$ cat src/source/armCore_defs.svh
`ifndef ARMCORE_DEFS_SVH
`define ARMCORE_DEFS_SVH

// Word and register file geometry
`define DATA_WIDTH 32
`define REG_ADDR_WIDTH 4

// Unified RAM depth in words
`define MEM_WORDS 64

// R15 is the program counter
`define PC_REG 15

`endif

$ cat src/source/armPkg.sv
`default_nettype none

package armPkg;

  // ALU operations understood by the datapath
  typedef enum logic [3:0] {
    aluAdd = 4'd0,
    aluSub = 4'd1,
    aluAnd = 4'd2,
    aluOrr = 4'd3,
    aluEor = 4'd4,
    aluMul = 4'd5,
    aluMov = 4'd6,
    aluMvn = 4'd7
  } aluOp_t;

  typedef struct packed {
    logic neg;
    logic zero;
    logic carry;
    logic overflow;
  } flags_t;

  // Field overlay of an instruction word, MUL layout for the low bits
  typedef struct packed {
    logic [3:0] cond;
    logic [1:0] op;
    logic [5:0] funct; // I, cmd, S
    logic [3:0] rn;
    logic [3:0] rd;
    logic [3:0] rs;
    logic [3:0] mop;
    logic [3:0] rm;
  } instr_t;

  // Per-state control word from the main FSM
  typedef struct packed {
    logic       nextPc;
    logic       branch;
    logic       regW;
    logic       memW;
    logic       irWrite;
    logic       adrSrc;
    logic       aluOp;
    logic [1:0] resultSrc;
    logic [1:0] aluSrcA;
    logic [1:0] aluSrcB;
  } fsmCtrl_t;

  // Everything the datapath needs in one word
  typedef struct packed {
    logic       pcWrite;
    logic       regWrite;
    logic       irWrite;
    logic       adrSrc;
    logic       mulSrc;
    logic [1:0] regSrc;
    logic [1:0] immSrc;
    logic [1:0] resultSrc;
    logic [1:0] aluSrcA;
    logic [1:0] aluSrcB;
    aluOp_t     aluControl;
  } dpCtrl_t;

endpackage

`default_nettype wire

$ cat src/source/instrDecoder.sv
`default_nettype none
`include "armCore_defs.svh"

module instrDecoder (
  input  wire armPkg::instr_t   instr,
  input  wire armPkg::fsmCtrl_t fsmCtrl,
  output logic [1:0]            flagW,
  output logic                  pcs,
  output armPkg::dpCtrl_t       decCtrl
);
  import armPkg::*;

  logic                       isMul;
  logic                       usesAdder;
  aluOp_t                     aluOp;
  logic [`REG_ADDR_WIDTH-1:0] dest;

  assign isMul = (instr.op == 2'b00) && !instr.funct[5] && (instr.mop == 4'b1001);

  // ALU decode from cmd, MUL overrides
  always_comb begin
    if (isMul) begin
      aluOp = aluMul;
    end else begin
      case (instr.funct[4:1])
        4'b0100: aluOp = aluAdd;
        4'b0010: aluOp = aluSub;
        4'b1010: aluOp = aluSub; // CMP
        4'b0000: aluOp = aluAnd;
        4'b1100: aluOp = aluOrr;
        4'b0001: aluOp = aluEor;
        4'b1101: aluOp = aluMov;
        4'b1111: aluOp = aluMvn;
        default: aluOp = aluAdd;
      endcase
    end
  end

  assign usesAdder = (aluOp == aluAdd) || (aluOp == aluSub);

  // N,Z on any S instruction, C,V only through the adder
  assign flagW[1] = fsmCtrl.aluOp & instr.funct[0];
  assign flagW[0] = fsmCtrl.aluOp & instr.funct[0] & usesAdder;

  // MUL writes the rn field
  assign dest = isMul ? instr.rn : instr.rd;
  assign pcs  = ((dest == `REG_ADDR_WIDTH'(`PC_REG)) & fsmCtrl.regW) | fsmCtrl.branch;

  assign decCtrl = '{
    pcWrite:    1'b0, // Filled in from condLogic
    regWrite:   1'b0,
    irWrite:    fsmCtrl.irWrite,
    adrSrc:     fsmCtrl.adrSrc,
    mulSrc:     isMul,
    regSrc:     {instr.op == 2'b01, instr.op == 2'b10},
    immSrc:     instr.op,
    resultSrc:  fsmCtrl.resultSrc,
    aluSrcA:    fsmCtrl.aluSrcA,
    aluSrcB:    fsmCtrl.aluSrcB,
    aluControl: fsmCtrl.aluOp ? aluOp : aluAdd
  };

endmodule

`default_nettype wire

$ cat config.mk
export PLATFORM = sky130hd
export DESIGN_NAME = instrDecoder
export DESIGN_NICKNAME = d
export VERILOG_FILES = /design/src/source/armPkg.sv /design/src/source/instrDecoder.sv
export VERILOG_INCLUDE_DIRS = /design/src /design/src/source
export SDC_FILE = /design/constraint.sdc
export NUM_CORES = 1
export LEC_CHECK = 0
export BUFFER_PORTS_ARGS = -buffer_cell sky130_fd_sc_hd__buf_2
export CORE_UTILIZATION = 25
export DETAILED_ROUTE_END_ITERATION = 10
export GPL_ROUTABILITY_DRIVEN = 0
export PLACE_DENSITY = 0.78
export SLEW_MARGIN = 20
export SYNTH_ARGS = -nofsm -noshare
export SYNTH_HDL_FRONTEND = slang
export SYNTH_SLANG_ARGS = --single-unit
$ cat constraint.sdc
create_clock -name vclk -period 1.7
set_input_delay 0.425 -clock vclk [all_inputs]
set_output_delay 0.425 -clock vclk [all_outputs]
set_load 0.005 [all_outputs]
# Word-level counts from Yosys, hierarchy flattened

Memories as Yosys holds them, arrays and structs flattened.
Index checks and enable logic that the tools add are counted.

Bits of input ports: 45
Memories: 1
Register bits: 0
Memory bits (read-only): 48
Output and inout bits: 22

Memory list:

| memory           | words | bits a word | rd ports | clocked after Yosys merged registers in | write ports | line               | text |
|---|---|---|---|---|---|---|---|
| (name not given) | 16    | 3           | 1        | 0                                       | 0           | instrDecoder.sv:25 | `case (instr.funct[4:1])` |

Reductions and logical operators: 6
Bitwise gates (word level): 4
Equal/unequal tests: 5
Multiplexer cells: 3

Operators by type and width:

| kind               | count |
|---|---|
| $mux 4             | 3 |
| $eq 4x4->1 const B | 2 |
| $eq 4x1->1 const B | 1 |
| $logic_not 4->1    | 1 |
| $and 1x1->1        | 3 |
| $eq 2x1->1 const B | 1 |
| $eq 2x2->1 const B | 1 |
| $logic_and 1x1->1  | 2 |
| $logic_not 2->1    | 1 |
| $logic_not 1->1    | 1 |
| $logic_or 1x1->1   | 1 |
| $or 1x1->1         | 1 |

# Depth between registers and ports, before layout

Gate-level depths: netlist (run 1).

Depth in word-level cells: 7
Mapped depth: 5
Depth with buffers taken out: 5

# Worst setup path before layout (run 1)

OpenSTA, ideal clock, no wires.

Kind: input-to-output
Start point: input port instr[6] (netlist name)
End point: output port pcs
Data arrival time: 1145 ps
Buffers on the path: 1
Path slack: 130 ps
Data required time: 1275 ps
Cell stages on the path: 4
Path through: and4bb_1 > and2_4 > buf_6 > o311ai_4

Longest elaborated chain between the ends: 6

Ends and longest elaborated chain:

| element           | line               | text |
|---|---|---|
| start, declared   | instrDecoder.sv:5  | `input wire armPkg::instr_t instr,` |
| $eq 4x4->1        | instrDecoder.sv:18 | `assign isMul = (instr.op == 2'b00) && !instr.funct[5] && (instr.mop == 4'b1001);` |
| $logic_and 1x1->1 | instrDecoder.sv:18 |  |
| net isMul         | instrDecoder.sv:13 | `logic isMul;` |
| $mux 4            | instrDecoder.sv:46 | `assign dest = isMul ? instr.rn : instr.rd;` |
| $eq 4x4->1        | instrDecoder.sv:47 | `` assign pcs = ((dest == `REG_ADDR_WIDTH'(`PC_REG)) & fsmCtrl.regW) \| fsmCtrl.branch; `` |
| $and 1x1->1       | instrDecoder.sv:47 |  |
| $or 1x1->1        | instrDecoder.sv:47 |  |
| end, declared     | instrDecoder.sv:8  | `output logic pcs,` |

The timed path passes the listed nets, and every way through them passes these cells.

==> impl_metrics.tcl, run 1 <==
set metrics [dict create \
    hold_viol 0 \
    antenna_found_initial 0 \
    start_kind "primary input" \
    setup.worst_path.class "in -> out" \
    grt_max_degree 7 \
    status "finished with violations" \
    cp.arrival_ps 1280 \
    stdcell_area_um2 547 \
    clkbuf_count 0 \
    vias_per_cell 4.29 \
    setup_viol 2 \
    drive_gt1_share_pct 71.6 \
    timing.final.ws_setup_ps -9.35 \
    rows 13 \
    min_path_type "in -> out" \
    die-area_um2 1580 \
    area_growth_pct 53.3 \
    cpPeakStageDelay_ps 270 \
    grt_overflow 0 \
    grt_usage_pct 10.8 \
    die_h_um 39.8 \
    fin_nets 117 \
    synthCells 45 \
    critical_path.slowest_cell "and4bb_1" \
    seq_cell_count 0 \
    ios 67 \
    ys_top_cells_by_count "buf_4 (14), inv_1 (4), ha_1 (3), nand2_1 (3)" \
    first_pass_iters 2 \
    seq_area_frac_synth_pct 0 \
    irDropWorstVdd_v 0.0000730 \
    dp_cells 81 \
    detail_route.wl_per_cell_um 10.3 \
    seq_area_um2 0 \
    max_cap_violations 0 \
    grt_pass1_vias 303 \
    finalSetupTns_ps -13.3 \
    fmax_mhz 585 \
    drt-total-wl_um 841 \
    drc 0 \
    synth_cell_types 22 \
    core_um2 1320 \
    violations "negative setup slack" \
    initial_core_util_pct 27.1 \
    placed_cell_area_um2 437 \
    cp-end-kind "output pin" \
    vias 352 \
    period_needed_ps 1710 \
    dpl.hpwl_um 674 \
    syn_area_um2 357 \
    rsz0062_at_grt "true" \
    yosys_warnings 0 \
    antenna_cells 0 \
    postSynthAreaPerCell_um2 7.92 \
    portBuffers 34 \
    first_iter_violations 2 \
    stdcell_count 82 \
    pre_cts_ws_ps -84.6 \
    synth_top_area_share_pct 29.5 \
    synth_most_common_cell "buf_4" \
    maxSlewViolCount 0 \
    powerDensity_nw_per_um2 203 \
    cp.required_ps 1270 \
    die_w_um 39.8 \
    holdBufCountCts 0 \
    p_leak_nw 0.288 \
    path_cells "buf_6, and4bb_1, and2_4, and3b_1, buf_2" \
    grt_pass1_wl_mm 1.24 \
    crit_fanout 6 \
    post-route-period-util_pct 101 \
    ant_nets 0 \
    yosysTopAreaCell "buf_4" \
    synthTopCellsByArea "buf_4 (29%), ha_1 (11%), o311ai_4 (7.4%), nor4_4 (6.0%), inv_1 (4.2%)" \
]
cells by family after synthesis:
group / share of synthesized area, %
buf+inv: 36.8
simple gates: 33.3
compound gates: 18.2
fa+ha+maj: 10.5
other cells: 1.05
metal layers:
layer	wire (µm)	GRT usage, %
met5	0	0
met4	5	0.862
met2	530	24.2
met3	56	0
met1	248	10.9
worst max-delay path: cells and delay by family:
kind                   cells  cell delay, ps
buffers and inverters      2             210
and+or+nand+nor            3             650
path summary, 6_finish.rpt:
path              cells after the start     endpoint  startpoint  slack (ps)
hold / removal                        0  decCtrl[15]  fsmCtrl[7]         850
setup / recovery                      5   decCtrl[1]    instr[5]          -9
layout make-up:
cell class / instances / area, µm²
inverters: 4 / 27.5
fillers: 142 / 771
repair buffers: 35 / 206
multi-input cells: 28 / 294
well taps: 15 / 18.8
through the flow:
| step | hold WS, ps | utilization [%] | power, W |
|---|---|---|---|
| global placement | 850 | 33.1 | 0.0000769 |
| finish | 850 | 41.5 | 0.000111 |
| detailed placement | 850 | 33.1 | 0.0000790 |
| floorplan | 880 | - | 0.0000585 |
| global route | 850 | 41.5 | 0.000122 |
| CTS | 850 | 39.4 | 0.000102 |
layout by cell type, fill, tap and decap left out, drive strengths merged:
cell type and instances:
nand4 1, a2bb2o 1, and3b 1, nand3 1
nor4 1, nand2b 1, nor2b 2, buf 35
o2bb2ai 1, inv 4, and2 1, conb 3
nor2 2, and4 1, o21a 2, o311ai 1
and4bb 1, ha 3, a21oi 1, nor3 1
nand2 3
report_power, final:
group	switching, W	leakage [nW]	total, W	internal [W]
sequential	0	0	0	0
combinational	0.0000476	0.288	0.000111	0.0000633
clock	0	0	0	0
what timing repair did:
action,4_1_cts,5_1_grt
pin swaps,7,5
gates resized for setup,18,5
buffers inserted,0,1
setup endpoints to repair,5,4
gates cloned,0,0
(Power assumes the default switching activity.)
==> run 2: changes to the inputs <==
--- a/config.mk
+++ b/config.mk
@@ -10,7 +10,7 @@
 export CORE_UTILIZATION = 25
 export DETAILED_ROUTE_END_ITERATION = 10
 export GPL_ROUTABILITY_DRIVEN = 0
-export PLACE_DENSITY = 0.78
+export PLACE_DENSITY = 0.82
 export SLEW_MARGIN = 20
 export SYNTH_ARGS = -nofsm -noshare
 export SYNTH_HDL_FRONTEND = slang
==> constraint.sdc (replaced) <==
create_clock -name vclk -period 1.5
set_input_delay 0.375 -clock vclk [all_inputs]
set_output_delay 0.375 -clock vclk [all_outputs]
set_load 0.005 [all_outputs]
==> run 2 against run 1 <==
Power up 16%. Utilization grew 0.57 points. The run still ends with negative setup slack left. Die area unchanged. Non-clock buffer count increased by 1. Highest routed layer unchanged. First-iteration DRC count fell by 100%. Critical path depth unchanged. Global-route usage is 0.47 points lower. Design area rose by 1.4%. Largest cell class unchanged. Final cell count rose by 1.2%. Sequential share of layout area unchanged.
==> impl_metrics.tcl, run 2 (same netlist as run 1, synthesis figures left out) <==
set metrics [dict create \
    setup.worst_path.class "in -> out" \
    p_leak_nw 0.291 \
    grt_usage_pct 10.3 \
    violations "negative setup slack" \
    antenna_cells 0 \
    crit_fanout 6 \
    first_pass_iters 1 \
    drive_gt1_share_pct 73.5 \
    path_cells "buf_6, and4bb_1, and2_4, nor4_4, buf_2" \
    initial_core_util_pct 27.1 \
    min_path_type "in -> out" \
    period_needed_ps 1620 \
    seq_cell_count 0 \
    final_core_util_pct 42.1 \
    setup_viol 5 \
    cp.required_ps 1120 \
    vias 359 \
    irDropWorstVdd_v 0.000102 \
    pwr-share-comb_pct 100.0 \
    start_kind "primary input" \
    die_h_um 39.8 \
    ant_nets 0 \
    antenna_found_initial 0 \
    status "finished with violations" \
    grt_max_degree 7 \
    cpPeakStageDelay_ps 260 \
    holdWs_ps 750 \
    grt_pass1_vias 298 \
    grt_overflow 0 \
    fin_nets 118 \
    hold_path_startpoint "fsmCtrl[1]" \
    hold_viol 0 \
    drc 0 \
    drt-total-wl_um 855 \
    core_um2 1320 \
    holdBufCountCts 0 \
    rsz0062_at_grt "true" \
    dp_cells 82 \
    fmax_mhz 618 \
    stdcell_count 83 \
    min_to "decCtrl[5]" \
    die_w_um 39.8 \
    detail_route.wl_per_cell_um 10.3 \
    rows 13 \
    seqPwrFrac_pct 0 \
    cp.arrival_ps 1240 \
    critical_path.slowest_cell "nor4_4" \
    area_growth_pct 55.4 \
    p_sw_w 0.0000530 \
    crit_family "simple AND/OR/NAND/NOR gates" \
    portBuffers 34 \
    internal_power_w 0.0000750 \
    critPathBufInv 2 \
    seq_area_um2 0 \
    final_common_cell "buf_2" \
    mostFrequentLayoutCells "buf_2 (29), conb_1 (3), buf_6 (3)" \
    post-route-period-util_pct 108 \
    p_total_w 0.000128 \
    power_switching_share_pct 41.4 \
    finalSetupTns_ps -395 \
    timing.final.ws_setup_ps -117 \
    hold_path_depth 0 \
    ios 67 \
    cp-end-kind "output pin" \
    die-area_um2 1580 \
    first_iter_violations 0 \
    max_cap_violations 0 \
    vias_per_cell 4.33 \
    maxSlewViolCount 0 \
    powerDensity_nw_per_um2 231 \
    clockPowerShare_pct 0 \
    clkbuf_count 0 \
    grt_pass1_wl_mm 1.14 \
]
[run 2: per-layer routing]
| metal | vias to the layer above | part of all wire (%) | track usage (%) |
|---|---|---|---|
| li1 | 182 | - | - |
| met1 | 163 | 30 | 7.57 |
| met2 | 12 | 64 | 25.4 |
| met3 | 2 | 5.4 | 0 |
| met4 | 0 | 0.58 | 3.45 |
| met5 | - | 0 | 0 |
[run 2: power groups by stage]
stage / Combinational [W] / Clock, W / Sequential (W)
2_1_floorplan: 0.0000663 / 0 / 0
3_3_place_gp: 0.0000888 / 0 / 0
3_5_place_dp: 0.0000923 / 0 / 0
4_1_cts: 0.000122 / 0 / 0
5_1_grt: 0.000140 / 0 / 0
6_report: 0.000128 / 0 / 0
[run 2: how the worst max path moves through the flow]
stage	startpoint	end	cells after the start
after floorplan	instr[6]	pcs	4
after global placement	instr[21]	decCtrl[0]	7
after detailed placement	instr[21]	decCtrl[1]	6
after CTS	instr[7]	flagW[0]	5
after global routing	instr[4]	flagW[0]	5
final	instr[4]	flagW[0]	5
[run 2: cell type report]
| class | instances | area (µm²) |
|---|---|---|
| fill | 151 | 763 |
| tap | 15 | 18.8 |
| timing repair buffer | 36 | 224 |
| inverter | 4 | 25.0 |
| multi-input combinational | 28 | 287 |
[run 2: what timing repair did]
item | 4_1_cts | 5_1_grt
resized for setup | 21 | 3
setup endpoints to repair | 5 | 5
buffers inserted | 1 | 0
pin swaps | 6 | 3
cloned | 0 | 0
[run 2: per-stage QoR]
stage / area [µm²] / setup slack [ps]
after detailed placement: 444 / -209
after global routing: 554 / -160
after global placement: 444 / -174
after floorplan: 364 / 30.5
final: 554 / -117
after CTS: 539 / -120
==> run 3: changes to the inputs <==
--- a/config.mk
+++ b/config.mk
@@ -10,7 +10,7 @@
 export CORE_UTILIZATION = 25
 export DETAILED_ROUTE_END_ITERATION = 10
 export GPL_ROUTABILITY_DRIVEN = 0
-export PLACE_DENSITY = 0.82
+export PLACE_DENSITY = 0.86
 export SLEW_MARGIN = 20
 export SYNTH_ARGS = -nofsm -noshare
 export SYNTH_HDL_FRONTEND = slang
==> run 3 against run 2 <==
The run still ends with negative setup slack left. Design area grew 2.7%. Critical path depth up 1. Sequential share of layout area unchanged. Largest cell class unchanged. Critical path type unchanged. Die area is the same. Worst setup slack improved by 5.0 ps. Global-route usage rose by 0.24 points.
==> impl_metrics.tcl, run 3 (same netlist as run 1, synthesis figures left out) <==
set metrics [dict create \
    crit_fanout 3 \
    p_total_w 0.000132 \
    status "finished with violations" \
    detail_route.wl_per_cell_um 10.8 \
    mostFrequentLayoutCells "buf_2 (30), buf_6 (4), conb_1 (3), buf_4 (3)" \
    path_cells "buf_6, inv_6, buf_6, a2bb2o_4, nor4_4, buf_2" \
    grt_pass1_wl_mm 1.19 \
    antenna_cells 0 \
    hold_viol 0 \
    fmax_mhz 620 \
    final_common_cell "buf_2" \
    finalSetupTns_ps -394 \
    rows 13 \
    seq_cell_count 0 \
    rsz0062_at_grt "true" \
    cpPeakStageDelay_ps 240 \
    setup.worst_path.class "in -> out" \
    die-area_um2 1580 \
    antenna_found_initial 0 \
    setup_viol 5 \
    cp.arrival_ps 1240 \
    fin_nets 120 \
    ios 67 \
    vias 356 \
    drt-total-wl_um 920 \
    holdWs_ps 750 \
    powerDensity_nw_per_um2 232 \
    stdcell_count 85 \
    area_growth_pct 59.6 \
    grt_overflow 0 \
    core_um2 1320 \
    grt_max_degree 7 \
    pre_cts_ws_ps -203 \
    irDropWorstVdd_v 0.000104 \
    dpl.hpwl_um 727 \
    post-route-period-util_pct 107 \
    dp_cells 84 \
    die_w_um 39.8 \
    ant_nets 0 \
    min_path_type "in -> out" \
    p_leak_nw 0.298 \
    vias_per_cell 4.19 \
    drc 0 \
    first_iter_violations 2 \
    cp.required_ps 1120 \
    cpMostUsedCell "buf_6" \
    grt_pass1_vias 296 \
    critPathBufInv 4 \
    grt_usage_pct 10.6 \
    critical_path.slowest_cell "nor4_4" \
    initial_core_util_pct 27.1 \
    die_h_um 39.8 \
    clkbuf_count 0 \
    crit_family "buffers and inverters" \
    maxSlewViolCount 0 \
    first_pass_iters 2 \
    nFillCells 135 \
    portBuffers 34 \
    drive_gt1_share_pct 75.7 \
    violations "negative setup slack" \
    cp-end-kind "output pin" \
    seq_area_um2 0 \
    max_cap_violations 0 \
    period_needed_ps 1610 \
    start_kind "primary input" \
    timing.final.ws_setup_ps -112 \
]
-- run 3: final timing paths --
check                         to  cells after the start       start  slack [ps]
worst max-delay path    flagW[0]                      6   instr[21]        -110
worst min-delay path  decCtrl[4]                      0  fsmCtrl[0]         750
-- run 3: power breakdown --
group	switching (W)	internal, W	leakage [nW]
clock network	0	0	0
logic	0.0000546	0.0000774	0.298
registers	0	0	0
total	0.0000546	0.0000774	0.298
-- run 3: metrics by stage --
stage               area, µm²  util (%)
finish                    569      43.2
global placement          459      34.9
CTS                       551      41.8
floorplan                 364         -
detailed placement        459      34.9
global route              569      43.2
-- run 3: final cells by class --
type                       count  area, µm²  share of cell area, %
timing repair buffer          38        233                   40.9
tap                           15       18.8                   3.30
multi-input combinational     28        293                   51.4
inverter                       4       25.0                   4.40
-- run 3: timing repair --
action                                  in CTS  in global routing
gates resized for setup                     17                  7
pin swaps                                    5                  2
buffers inserted                             1                  0
hold buffers                                 0                  0
endpoints found under the setup margin       5                  5
-- run 3: metal layers --
layer	global-route usage, %	vias to the layer above	part of all wire (%)
li1	-	186	-
met1	10.9	159	32
met2	23.4	11	62
met3	0	0	5.2
met4	0.862	0	0
met5	0	-	0
